File: src/video_pkg.sv
/* video pixel formats */

package video_pkg;

    localparam int NIB_W  = 4;              // one argb field
    localparam int CHAN_W = 8;              // expanded channel

    typedef logic [NIB_W-1:0]  nibble_t;    // 4-bit colour or alpha
    typedef logic [CHAN_W-1:0] chan_t;      // 8-bit channel

    // 16-bit input pixel, alpha in the top nibble
    typedef struct packed {
        nibble_t a;                         // top two bits select mode on pixel a
        nibble_t r;
        nibble_t g;
        nibble_t b;
    } argb_t;

    // 12-bit output pixel
    typedef struct packed {
        nibble_t r;
        nibble_t g;
        nibble_t b;
    } rgb_t;

    typedef struct packed {
        chan_t r;                           // fields repeated twice
        chan_t g;
        chan_t b;
    } rgb8_t;

endpackage
File: src/blend_pkg.sv
/* blend modes and weights */

package blend_pkg;

    // mode carried in alpha bits 3..2 of pixel a
    typedef enum logic [1:0] {
        MODE_BLEND     = 2'd0,              // a * ~alpha_b + b * alpha_b
        MODE_ADD_WRAP  = 2'd1,              // a + b * alpha_b, wraps
        MODE_ADD_CLAMP = 2'd2,              // a + b * alpha_b, saturates
        MODE_OPAQUE    = 2'd3               // a only
    } blend_mode_e;

    typedef logic [video_pkg::CHAN_W-1:0]   alpha_t;    // 8-bit weight
    typedef logic [2*video_pkg::CHAN_W-1:0] prod_t;     // channel x alpha

    typedef struct packed {
        prod_t r;
        prod_t g;
        prod_t b;
    } prod3_t;

    localparam alpha_t ALPHA_FULL = 8'hFF;  // full weight
    localparam alpha_t ALPHA_NONE = '0;     // ignored
    localparam int     PROD_SHIFT = 9;      // keeps top 7 bits of each product

endpackage

File: src/video_blend.sv
/* three-stage pixel blender */

`timescale 1ns/1ps

module video_blend (
    input  logic                clk,
    input  logic                arst_n_i,
    input  logic                vsync_i,
    input  logic                hsync_i,
    input  logic                de_i,
    input  video_pkg::argb_t    color_a_i,
    input  video_pkg::argb_t    color_b_i,
    output video_pkg::rgb_t     rgb_o,
    output logic                vsync_o,
    output logic                hsync_o,
    output logic                de_o
);

    import video_pkg::*;
    import blend_pkg::*;

    // decode -> execute
    rgb8_t  d_chan_a;
    rgb8_t  d_chan_b;
    alpha_t d_alpha_a;
    alpha_t d_alpha_b;
    logic   d_clamp;
    logic   d_vsync;
    logic   d_hsync;
    logic   d_de;

    // execute -> result
    prod3_t e_prod_a;
    prod3_t e_prod_b;
    logic   e_clamp;
    logic   e_vsync;
    logic   e_hsync;
    logic   e_de;

    blend_decode u_decode (
        .clk       (clk),
        .arst_n_i  (arst_n_i),
        .vsync_i   (vsync_i),
        .hsync_i   (hsync_i),
        .de_i      (de_i),
        .color_a_i (color_a_i),
        .color_b_i (color_b_i),
        .chan_a_o  (d_chan_a),
        .chan_b_o  (d_chan_b),
        .alpha_a_o (d_alpha_a),
        .alpha_b_o (d_alpha_b),
        .clamp_o   (d_clamp),
        .vsync_o   (d_vsync),
        .hsync_o   (d_hsync),
        .de_o      (d_de)
    );

    blend_execute u_execute (
        .clk       (clk),
        .arst_n_i  (arst_n_i),
        .chan_a_i  (d_chan_a),
        .chan_b_i  (d_chan_b),
        .alpha_a_i (d_alpha_a),
        .alpha_b_i (d_alpha_b),
        .clamp_i   (d_clamp),
        .vsync_i   (d_vsync),
        .hsync_i   (d_hsync),
        .de_i      (d_de),
        .prod_a_o  (e_prod_a),
        .prod_b_o  (e_prod_b),
        .clamp_o   (e_clamp),
        .vsync_o   (e_vsync),
        .hsync_o   (e_hsync),
        .de_o      (e_de)
    );

    blend_result u_result (
        .clk       (clk),
        .arst_n_i  (arst_n_i),
        .prod_a_i  (e_prod_a),
        .prod_b_i  (e_prod_b),
        .clamp_i   (e_clamp),
        .vsync_i   (e_vsync),
        .hsync_i   (e_hsync),
        .de_i      (e_de),
        .rgb_o     (rgb_o),
        .vsync_o   (vsync_o),
        .hsync_o   (hsync_o),
        .de_o      (de_o)
    );

endmodule

File: src/blend_result.sv
/* blend stage 3, sum and output */

`timescale 1ns/1ps

module blend_result (
    input  logic                clk,
    input  logic                arst_n_i,
    input  blend_pkg::prod3_t   prod_a_i,
    input  blend_pkg::prod3_t   prod_b_i,
    input  logic                clamp_i,
    input  logic                vsync_i,
    input  logic                hsync_i,
    input  logic                de_i,
    output video_pkg::rgb_t     rgb_o,
    output logic                vsync_o,
    output logic                hsync_o,
    output logic                de_o
);

    import video_pkg::*;
    import blend_pkg::*;

    rgb_t rgb;                              // next output pixel

    // one channel: shifted sum, then wrap or saturate
    function automatic nibble_t mix(prod_t pa, prod_t pb, logic clamp);
        chan_t sum;
        sum = chan_t'(pa >> PROD_SHIFT) + chan_t'(pb >> PROD_SHIFT);
        if (clamp && sum[CHAN_W-1]) begin
            return '1;                      // overflow pinned to full scale
        end
        return sum[CHAN_W-2 -: NIB_W];      // bits 6..3, carry dropped
    endfunction

    always_comb begin
        if (de_i) begin
            rgb.r = mix(prod_a_i.r, prod_b_i.r, clamp_i);
            rgb.g = mix(prod_a_i.g, prod_b_i.g, clamp_i);
            rgb.b = mix(prod_a_i.b, prod_b_i.b, clamp_i);
        end else begin
            rgb = '0;                       // black outside display
        end
    end

    always_ff @(posedge clk or negedge arst_n_i) begin
        if (!arst_n_i) begin
            rgb_o   <= '0;
            vsync_o <= 1'b0;
            hsync_o <= 1'b0;
            de_o    <= 1'b0;
        end else begin
            rgb_o   <= rgb;
            vsync_o <= vsync_i;             // sync delay 3, aligned with rgb_o
            hsync_o <= hsync_i;
            de_o    <= de_i;
        end
    end

endmodule

File: src/blend_execute.sv
/* blend stage 2, multiply */

`timescale 1ns/1ps

module blend_execute (
    input  logic                clk,
    input  logic                arst_n_i,
    input  video_pkg::rgb8_t    chan_a_i,
    input  video_pkg::rgb8_t    chan_b_i,
    input  blend_pkg::alpha_t   alpha_a_i,
    input  blend_pkg::alpha_t   alpha_b_i,
    input  logic                clamp_i,
    input  logic                vsync_i,
    input  logic                hsync_i,
    input  logic                de_i,
    output blend_pkg::prod3_t   prod_a_o,
    output blend_pkg::prod3_t   prod_b_o,
    output logic                clamp_o,
    output logic                vsync_o,
    output logic                hsync_o,
    output logic                de_o
);

    import video_pkg::*;
    import blend_pkg::*;

    prod3_t prod_a;
    prod3_t prod_b;

    // unsigned 8x8, full 16-bit result
    function automatic prod_t mul(chan_t c, alpha_t w);
        return prod_t'(c) * prod_t'(w);
    endfunction

    always_comb begin
        prod_a.r = mul(chan_a_i.r, alpha_a_i);
        prod_a.g = mul(chan_a_i.g, alpha_a_i);
        prod_a.b = mul(chan_a_i.b, alpha_a_i);
        prod_b.r = mul(chan_b_i.r, alpha_b_i);
        prod_b.g = mul(chan_b_i.g, alpha_b_i);
        prod_b.b = mul(chan_b_i.b, alpha_b_i);
    end

    always_ff @(posedge clk or negedge arst_n_i) begin
        if (!arst_n_i) begin
            prod_a_o <= '0;
            prod_b_o <= '0;
            clamp_o  <= 1'b0;
            vsync_o  <= 1'b0;
            hsync_o  <= 1'b0;
            de_o     <= 1'b0;
        end else begin
            prod_a_o <= prod_a;
            prod_b_o <= prod_b;
            clamp_o  <= clamp_i;            // follows its pixel
            vsync_o  <= vsync_i;            // sync delay 2
            hsync_o  <= hsync_i;
            de_o     <= de_i;
        end
    end

endmodule

File: src/blend_decode.sv
/* blend stage 1, decode */

`timescale 1ns/1ps

module blend_decode (
    input  logic                clk,
    input  logic                arst_n_i,
    input  logic                vsync_i,
    input  logic                hsync_i,
    input  logic                de_i,
    input  video_pkg::argb_t    color_a_i,
    input  video_pkg::argb_t    color_b_i,
    output video_pkg::rgb8_t    chan_a_o,
    output video_pkg::rgb8_t    chan_b_o,
    output blend_pkg::alpha_t   alpha_a_o,
    output blend_pkg::alpha_t   alpha_b_o,
    output logic                clamp_o,
    output logic                vsync_o,
    output logic                hsync_o,
    output logic                de_o
);

    import video_pkg::*;
    import blend_pkg::*;

    blend_mode_e mode;                      // from pixel a alpha
    rgb8_t       chan_a;
    rgb8_t       chan_b;
    alpha_t      alpha_a;
    alpha_t      alpha_b;
    logic        clamp;

    // field repeated to fill a channel, 0xF -> 0xFF
    function automatic chan_t expand(nibble_t n);
        return {n, n};
    endfunction

    always_comb begin
        mode     = blend_mode_e'(color_a_i.a[NIB_W-1 -: 2]);
        chan_a.r = expand(color_a_i.r);
        chan_a.g = expand(color_a_i.g);
        chan_a.b = expand(color_a_i.b);
        chan_b.r = expand(color_b_i.r);
        chan_b.g = expand(color_b_i.g);
        chan_b.b = expand(color_b_i.b);
        alpha_a  = ALPHA_FULL;              // most modes keep a at full weight
        alpha_b  = expand(color_b_i.a);
        case (mode)
            MODE_BLEND: begin
                alpha_a = expand(~color_b_i.a); // inverse of b alpha
            end
            MODE_ADD_WRAP, MODE_ADD_CLAMP: begin
                alpha_a = ALPHA_FULL;
            end
            MODE_OPAQUE: begin
                alpha_b = ALPHA_NONE;       // b dropped
            end
            default: begin
                alpha_a = ALPHA_FULL;
            end
        endcase
        clamp = mode[1];                    // ADD_CLAMP and OPAQUE saturate
    end

    always_ff @(posedge clk or negedge arst_n_i) begin
        if (!arst_n_i) begin
            chan_a_o  <= '0;
            chan_b_o  <= '0;
            alpha_a_o <= '0;
            alpha_b_o <= '0;
            clamp_o   <= 1'b0;
            vsync_o   <= 1'b0;
            hsync_o   <= 1'b0;
            de_o      <= 1'b0;
        end else begin
            chan_a_o  <= chan_a;
            chan_b_o  <= chan_b;
            alpha_a_o <= alpha_a;
            alpha_b_o <= alpha_b;
            clamp_o   <= clamp;
            vsync_o   <= vsync_i;           // sync delay 1
            hsync_o   <= hsync_i;
            de_o      <= de_i;
        end
    end

endmodule

File: config.mk
export PLATFORM = sky130hd
export DESIGN_NAME = video_blend
export DESIGN_NICKNAME = d
export VERILOG_FILES = /design/src/video_pkg.sv /design/src/blend_pkg.sv /design/src/video_blend.sv /design/src/blend_result.sv /design/src/blend_execute.sv /design/src/blend_decode.sv
export SDC_FILE = /design/constraint.sdc
export NUM_CORES = 1
export LEC_CHECK = 0
export BUFFER_PORTS_ARGS = -buffer_cell sky130_fd_sc_hd__buf_2
export CORE_MARGIN = 2
export CORE_UTILIZATION = 65
export DETAILED_ROUTE_END_ITERATION = 8
export GPL_ROUTABILITY_DRIVEN = 1
export PLACE_DENSITY = 0.92
export RECOVER_POWER = 100
export SYNTH_ARGS = -nofsm -noshare
export SYNTH_HDL_FRONTEND = slang
export SYNTH_SLANG_ARGS = --single-unit
File: constraint.sdc
create_clock -name clk -period 9.35 [get_ports clk]
set_input_delay 0.4675 -clock clk [delete_from_list [all_inputs] [get_ports clk]]
set_output_delay 0.4675 -clock clk [all_outputs]
set_load 0.005 [all_outputs]
==> summary.txt, run 1 <==
Run status
  – Status: finished, violations left
  – Violations in the final reports: max-capacitance violations, max-slew violations

Clocking
  – Post-CTS sizing: 0
  – CTS Buffer Depth: 2
  – Postcts setup bufs: 0
  – Clk slew on worst S/H paths: ~0.080 ns
  – TritonCTS clock tree: yes
  – CTS Hold Bufs: 0
  – Root buffer cell: clkbuf_16
  – H-tree depth: 3
  – CTS Buf Count: 9
  – Clk Latency, worst-skew pair: between 0.3 and 0.4 ns
  – TritonCTS Sinks: 97

Synth
  – Synth Register Bits: between 90 and 100
  – Mean Syn Cell Area: between 9 and 10 µm²
  – Async SR Flop Fraction: 1.00
  – Sequential share of the synthesized area: 0.192
  – Synth warn: 0
  – Predominant post-synthesis flop cell: dfrtp_1
  – Post-synth EDFFs: 0
  – Syn nets: ~1.7k
  – Syn Std Cell Area: around 0.013 mm²
  – Post-Synthesis Cells: 1,271
  – Yosys cell types: between 50 and 60

Floorplan
  – Die H: between 100 and 150 µm
  – Row cnt: 50
  – Die area: 0.0206 mm²
  – Starting Density: 0.669
  – IO Pins: 52
  – Core area: between 0.015 and 0.02 mm²
  – Die X-Extent: roughly 140 µm

STA
  – Fin crit share: 0.594
  – Fin crit period: approximately 5.6 ns
  – Worst slew margin: -0.777
  – Final Setup Violations: 0
  – Clock skew: roughly 0.0078 ns
  – Max Fclk: roughly 180 MHz
  – RSZ-0062 raised after global routing: false
  – Post-route setup TNS: 0 ns
  – Final hold vios: 0
  – Slew @ Worst Pin: approximately 2.7 ns
  – Final Max Slew Viols: 100

Final layout
  – Fin cells: between 1.5k and 2k
  – Filler Cell Count: around 1.3k
  – Finished Cell Area: about 0.013 mm²
  – ANT cells: 0
  – Most frequent cells in the layout: inv_1, ha_1, fa_1
  – Reg area: roughly 0.0024 mm²
  – Layout cell share with drive strength beyond 1: 0.0595
  – Area of the multi-input gates: roughly 0.0089 mm²
  – Layout area overhead: 6.41%
  – Fin nets: between 1.5k and 2k
  – Most common cell after layout, fill and taps aside: inv_1

Worst setup path
  – Cell with the largest stage delay on the worst path: dfrtp_1
  – Type of origin of the critical path: flip-flop
  – Crit. End Element: flip-flop
  – Worst path max stage delay: about 0.7 ns
  – Critical path launch point: u_decode.alpha_a_o[4]$_DFF_PN0_
  – Crit path kind: reg -> reg
  – Worst path arrival time: around 5.8 ns
  – Max Fanout on Critical Path: 16
  – Cell Chain, Critical Path: nand2_1, xor2_1, ha_1, a31o_2, fa_1, inv_1, fa_1, inv_1, fa_1, ha_1, a2111oi_0, o31ai_1, a41oi_1, o21ai_0, o41ai_1, xnor2_1
  – Crit path required time: ~9.6 ns
  – R2r setup slk: about 3.8 ns
  – Cell mode on critical path: fa_1
  – R2R Path Start: u_decode.alpha_a_o[4]$_DFF_PN0_

Route
  – Vias per cell: 5.70
  – Routed WL: 27,700 µm
  – # DRC: 0
  – Antenna viol nets, final: 0
  – Via count: between 9k and 10k
  – Detailed Routing Iterations Pass 1: 6
  – Avg WL per Cell: between 15 and 20 µm
  – Initial DRC Count: 520

Global routing
  – Gr usage total: 0.296
  – Initial antenna violation count: 0
  – Largest net degree at the start of global routing: 51
  – Number of global-route vias before repair: ~10k
  – Gr ovfl total: 0
  – Global-route wire length before repair: ~47,000 µm

Flow run
  – MaxCap Viol Count: 2

Place
  – Final HPWL DP: between 20,000 and 25,000 µm
  – Placed insts: around 1.6k
  – Port-buffer cells: 49
  – Area of placed instances: roughly 0.013 mm²
  – GP Congestion: approximately 0.90

Power and ir drop
  – Max IR drop VDD: 158 µV
  – Power Density: between 200 and 250 mW/mm²
  – Leak: around 7.6 nW

Worst hold path
  – Worst hold start: color_a_i[11]
  – Worst hold path type: in -> reg
sequential cells by signal (all words and copies together) (netlist names), 4 cells and up:
name and count:
u_result.rgb_o 12, u_decode.alpha_b_o 4, u_execute.prod_a_o 21, u_decode.chan_b_o 12, u_execute.prod_b_o 21, u_decode.alpha_a_o 4, u_decode.chan_a_o 12
cell usage after synthesis, types with 3 or more instances:
cell type	number	area, µm²
and3_1	10	62.6
a31oi_1	9	56.3
nor2_1	30	113
a2111oi_0	5	43.8
nand3_1	9	45.0
a21o_1	23	173
xor2_1	23	201
inv_1	338	1270
ha_1	237	2970
nand2b_1	5	31.3
nand2_1	70	263
clkbuf_1	8	30.0
o21bai_1	8	60.1
dfrtp_1	97	2430
fa_1	160	3200
or4_1	3	22.5
a211oi_1	9	67.6
o311ai_0	3	26.3
o31ai_1	4	30.0
nand4_1	4	25.0
xnor2_1	47	412
o21ai_0	14	70.1
o21a_1	8	60.1
and2_1	52	325
or2_2	7	43.8
nor3_1	10	50.1
a21oi_1	30	150
a31o_2	16	140
worst paths after layout:
kind	to	depth (start not counted)
max reg2reg	u_execute.prod_a_o[47]$_DFF_PN0_	16
min reg2reg	u_result.vsync_o$_DFF_PN0_	0
max	u_execute.prod_a_o[47]$_DFF_PN0_	16
min	u_decode.chan_a_o[19]$_DFF_PN0_	1
max in group asynchronous	u_decode.chan_b_o[20]$_DFF_PN0_	2
min in group asynchronous	u_decode.chan_a_o[5]$_DFF_PN0_	1
logic make-up after synthesis:
group / after synthesis / synth area share
compound gates: 148 / 0.0833
buf+inv: 347 / 0.103
simple gates: 212 / 0.0846
fa+ha+maj: 397 / 0.488
flops: 97 / 0.192
xor+xnor: 70 / 0.0485
worst max-delay path, delay by kind of cell, from the launching register on:
kind	cells	cell delay (ns)
compound gates	6	2.05
fa+ha+maj	5	2.02
flops	1	0.72
xor+xnor	2	0.36
simple gates	1	0.23
buf+inv	2	0.10
per-stage QoR:
stage          total power, mW  hold slack [ns]   util  setup slack (ns)
2_1_floorplan             2.34            0.172      -              4.51
3_3_place_gp              2.72            0.332  0.698              4.27
3_5_place_dp              2.89            0.336  0.698              4.02
4_1_cts                   3.33            0.144  0.713              4.04
5_1_grt                   3.68            0.196  0.711              3.32
6_report                  3.33            0.199  0.711              3.79
power by group:
group	total, mW	switching, mW	internal [mW]
Combinational	2.34	1.31	1.03
Sequential	0.620	0.0616	0.558
Clock	0.371	0.179	0.192
per-layer routing:
layer | wire length [µm] | global-route usage
met5 | 0 | 0
met3 | 1170 | 0.0393
met1 | 10600 | 0.341
met4 | 1450 | 0.164
met2 | 14500 | 0.533
cell type report:
cell class / instances / area share
Clock inverter: 6 / 0.00372
Multi-Input combinational cell: 827 / 0.662
Timing Repair Buffer: 50 / 0.0176
Inverter: 338 / 0.0944
Sequential cell: 97 / 0.181
Clock buffer: 10 / 0.0178
Tap cell: 260 / 0.0242
(Power assumes the default switching activity.)
==> run 2: changes to the inputs <==
- CORE_UTILIZATION: 65 -> 58
- PLACE_DENSITY: 0.92 -> 0.88
- clock period: 9.35 -> 5 ns (I/O delays scaled with it)
==> summary.txt, run 2 (same netlist as run 1, synthesis figures left out) <==
STA
  – Worst setup margin: 0.101 ns
  – Slew @ Worst Pin: 2.42 ns
  – Post-route setup TNS: 0 ns
  – Max Fclk: ~200 MHz
  – RSZ-0062 raised after global routing: true
  – Fin crit share: 0.980
  – Fin crit period: 4.90 ns
  – Final Max Slew Viols: 45
  – Final Setup Violations: 0
  – Worst slew margin: -0.610
  – Final hold vios: 0
  – Clock skew: 0.00783 ns

Floorplan
  – Die area: 0.0230 mm²
  – Row cnt: between 50 and 60
  – Die X-Extent: 152 µm
  – IO Pins: 52
  – Core area: 0.0212 mm²
  – Die H: about 150 µm
  – Starting Density: 0.595

Final layout
  – ANT cells: 0
  – Layout cell share with drive strength beyond 1: 0.0893
  – Fin nets: 1,807
  – Fin cells: approximately 1.7k
  – Reg area: 0.00244 mm²
  – Most frequent cells in the layout: inv_1, ha_1, fa_1
  – Area of the multi-input gates: approximately 0.0090 mm²
  – Biggest regs: u_execute.prod_a_o: 21 flops, u_execute.prod_b_o: 21 flops
  – Filler Cell Count: about 1.5k
  – Most common cell after layout, fill and taps aside: inv_1
  – Layout area overhead: 11.6%

Global routing
  – Largest net degree at the start of global routing: 55
  – GR peak layer: met2
  – Global-route wire length before repair: between 40,000 and 50,000 µm
  – Met3 Use GR: 0.0425
  – Initial antenna violation count: 0
  – Gr ovfl total: 0
  – Gr usage total: 0.259
  – GRT met2 Usage: 0.476
  – GR met1 Demand/Resource: 0.293
  – Number of global-route vias before repair: 10.2k

Worst setup path
  – Cell with the largest stage delay on the worst path: fa_1
  – Worst path max stage delay: about 0.54 ns
  – Max Fanout on Critical Path: 5
  – Crit path required time: 5.25 ns
  – Cell Chain, Critical Path: and2_4, inv_1, fa_1, fa_1, inv_1, fa_1, inv_1, fa_1, inv_1, ha_4, a21o_1, a21o_1, a32o_1, o41a_1, or4_1, and3_1
  – Crit path kind: reg -> reg
  – Type of origin of the critical path: flip-flop
  – Crit. End Element: flip-flop
  – Worst path arrival time: between 5 and 6 ns

Clocking
  – CTS Buffer Depth: 2
  – CTS Buf Count: 9
  – TritonCTS Sinks: 97
  – Root buffer cell: clkbuf_16
  – Clk slew on worst S/H paths: ~0.070 ns
  – Clk Latency, worst-skew pair: 0.36 ns
  – TritonCTS clock tree: yes
  – H-tree depth: 3

Run status
  – Status: finished, violations left
  – Violations in the final reports: max-capacitance violations, max-slew violations

Flow run
  – MaxCap Viol Count: 1

Place
  – Final HPWL DP: 22,000 µm
  – Pre-CTS setup slack: -0.0239 ns
  – GP Congestion: 0.908
  – Placed insts: 1,603
  – Port-buffer cells: 49

Route
  – Via count: 9,151
  – Antenna viol nets, final: 0
  – Detailed Routing Iterations Pass 1: 4
  – Vias per cell: about 5.5
  – Avg WL per Cell: 16.8 µm
  – Initial DRC Count: between 300 and 400
  – Routed WL: around 28,000 µm
  – # DRC: 0

Power and ir drop
  – Max IR drop VDD: about 300 µV
  – Power Density: ~470 mW/mm²
  – Leak: slightly below 8 nW

Worst hold path
  – Worst hold path type: in -> reg
run 2: changes by cell type in the layout (fill, tap and decap cells not counted), moves of 3 or more:
cell,before,now
dlygate4sd3_1,0,28
buf_4,0,21
dfrtp_1,97,90
dfrtp_2,0,7
bufinv_16,0,4
nand2_1,70,66
nand2_2,0,4
a2111oi_0,5,2
and2_1,48,45
and2_4,0,3
run 2: layer usage:
metal / vias to the layer above / wire length [µm]
li1: 4242 / -
met2: 255 / 14700
met4: 0 / 1210
met5: - / 0
met3: 89 / 1350
met1: 4565 / 10500
run 2: area by class of cell:
| class | count | share of cell area |
|---|---|---|
| Sequential cell | 97 | 0.173 |
| Multi-Input combinational cell | 827 | 0.637 |
| Clock buffer | 10 | 0.0169 |
| Timing Repair Buffer | 100 | 0.0492 |
| Clock inverter | 6 | 0.00976 |
| Inverter | 338 | 0.0900 |
| Tap cell | 275 | 0.0244 |
run 2: what timing repair did:
item / CTS / global route
pin swaps: 0 / 6
hold buffers: 26 / 2
buffers inserted: 0 / 6
hold endpoints to repair: 68 / 2
resized for setup: 2 / 25
endpoints found under the setup margin: 2 / 15
run 2: worst max-delay path: cells and delay by family (launching register included):
kind	cells	cell delay, ns
fa+ha+maj	5	2.20
compound gates	4	1.07
simple gates	3	0.77
flops	1	0.45
buf+inv	4	0.29
run 2: path summary, 6_finish.rpt:
| check | start | to | slack (ns) | depth (start not counted) |
|---|---|---|---|---|
| hold reg to reg | u_decode.clamp_o$_DFF_PN0_ | u_execute.clamp_o$_DFF_PN0_ | 0.36 | 0 |
| setup / recovery | u_decode.chan_a_o[5]$_DFF_PN0_ | u_execute.prod_a_o[15]$_DFF_PN0_ | 0.10 | 16 |
| max in group asynchronous | arst_n_i | u_decode.alpha_b_o[3]$_DFF_PN0_ | 1.40 | 3 |
| setup reg to reg | u_decode.chan_a_o[5]$_DFF_PN0_ | u_execute.prod_a_o[15]$_DFF_PN0_ | 0.10 | 16 |
| min in group asynchronous | arst_n_i | u_result.rgb_o[6]$_DFF_PN0_ | 1.18 | 2 |
| hold / removal | color_a_i[15] | u_decode.clamp_o$_DFF_PN0_ | 0.11 | 1 |
run 2: stage by stage:
step | cell area [µm²] | utilization | power (mW) | hold slack, ns
5_1_grt | 14100 | 0.664 | 7.25 | 0.0969
2_1_floorplan | 12600 | - | 4.38 | -0.0456
4_1_cts | 14000 | 0.658 | 6.47 | 0.00463
3_3_place_gp | 13300 | 0.628 | 5.13 | 0.276
6_report | 14100 | 0.664 | 6.60 | 0.109
3_5_place_dp | 13300 | 0.628 | 5.43 | 0.284
run 2: power breakdown:
group | internal, mW | total [mW] | switching (mW)
Sequential | 1.04 | 1.15 | 0.110
Clock | 0.557 | 0.889 | 0.332
Combinational | 2.02 | 4.55 | 2.53
Total | 3.62 | 6.60 | 2.97
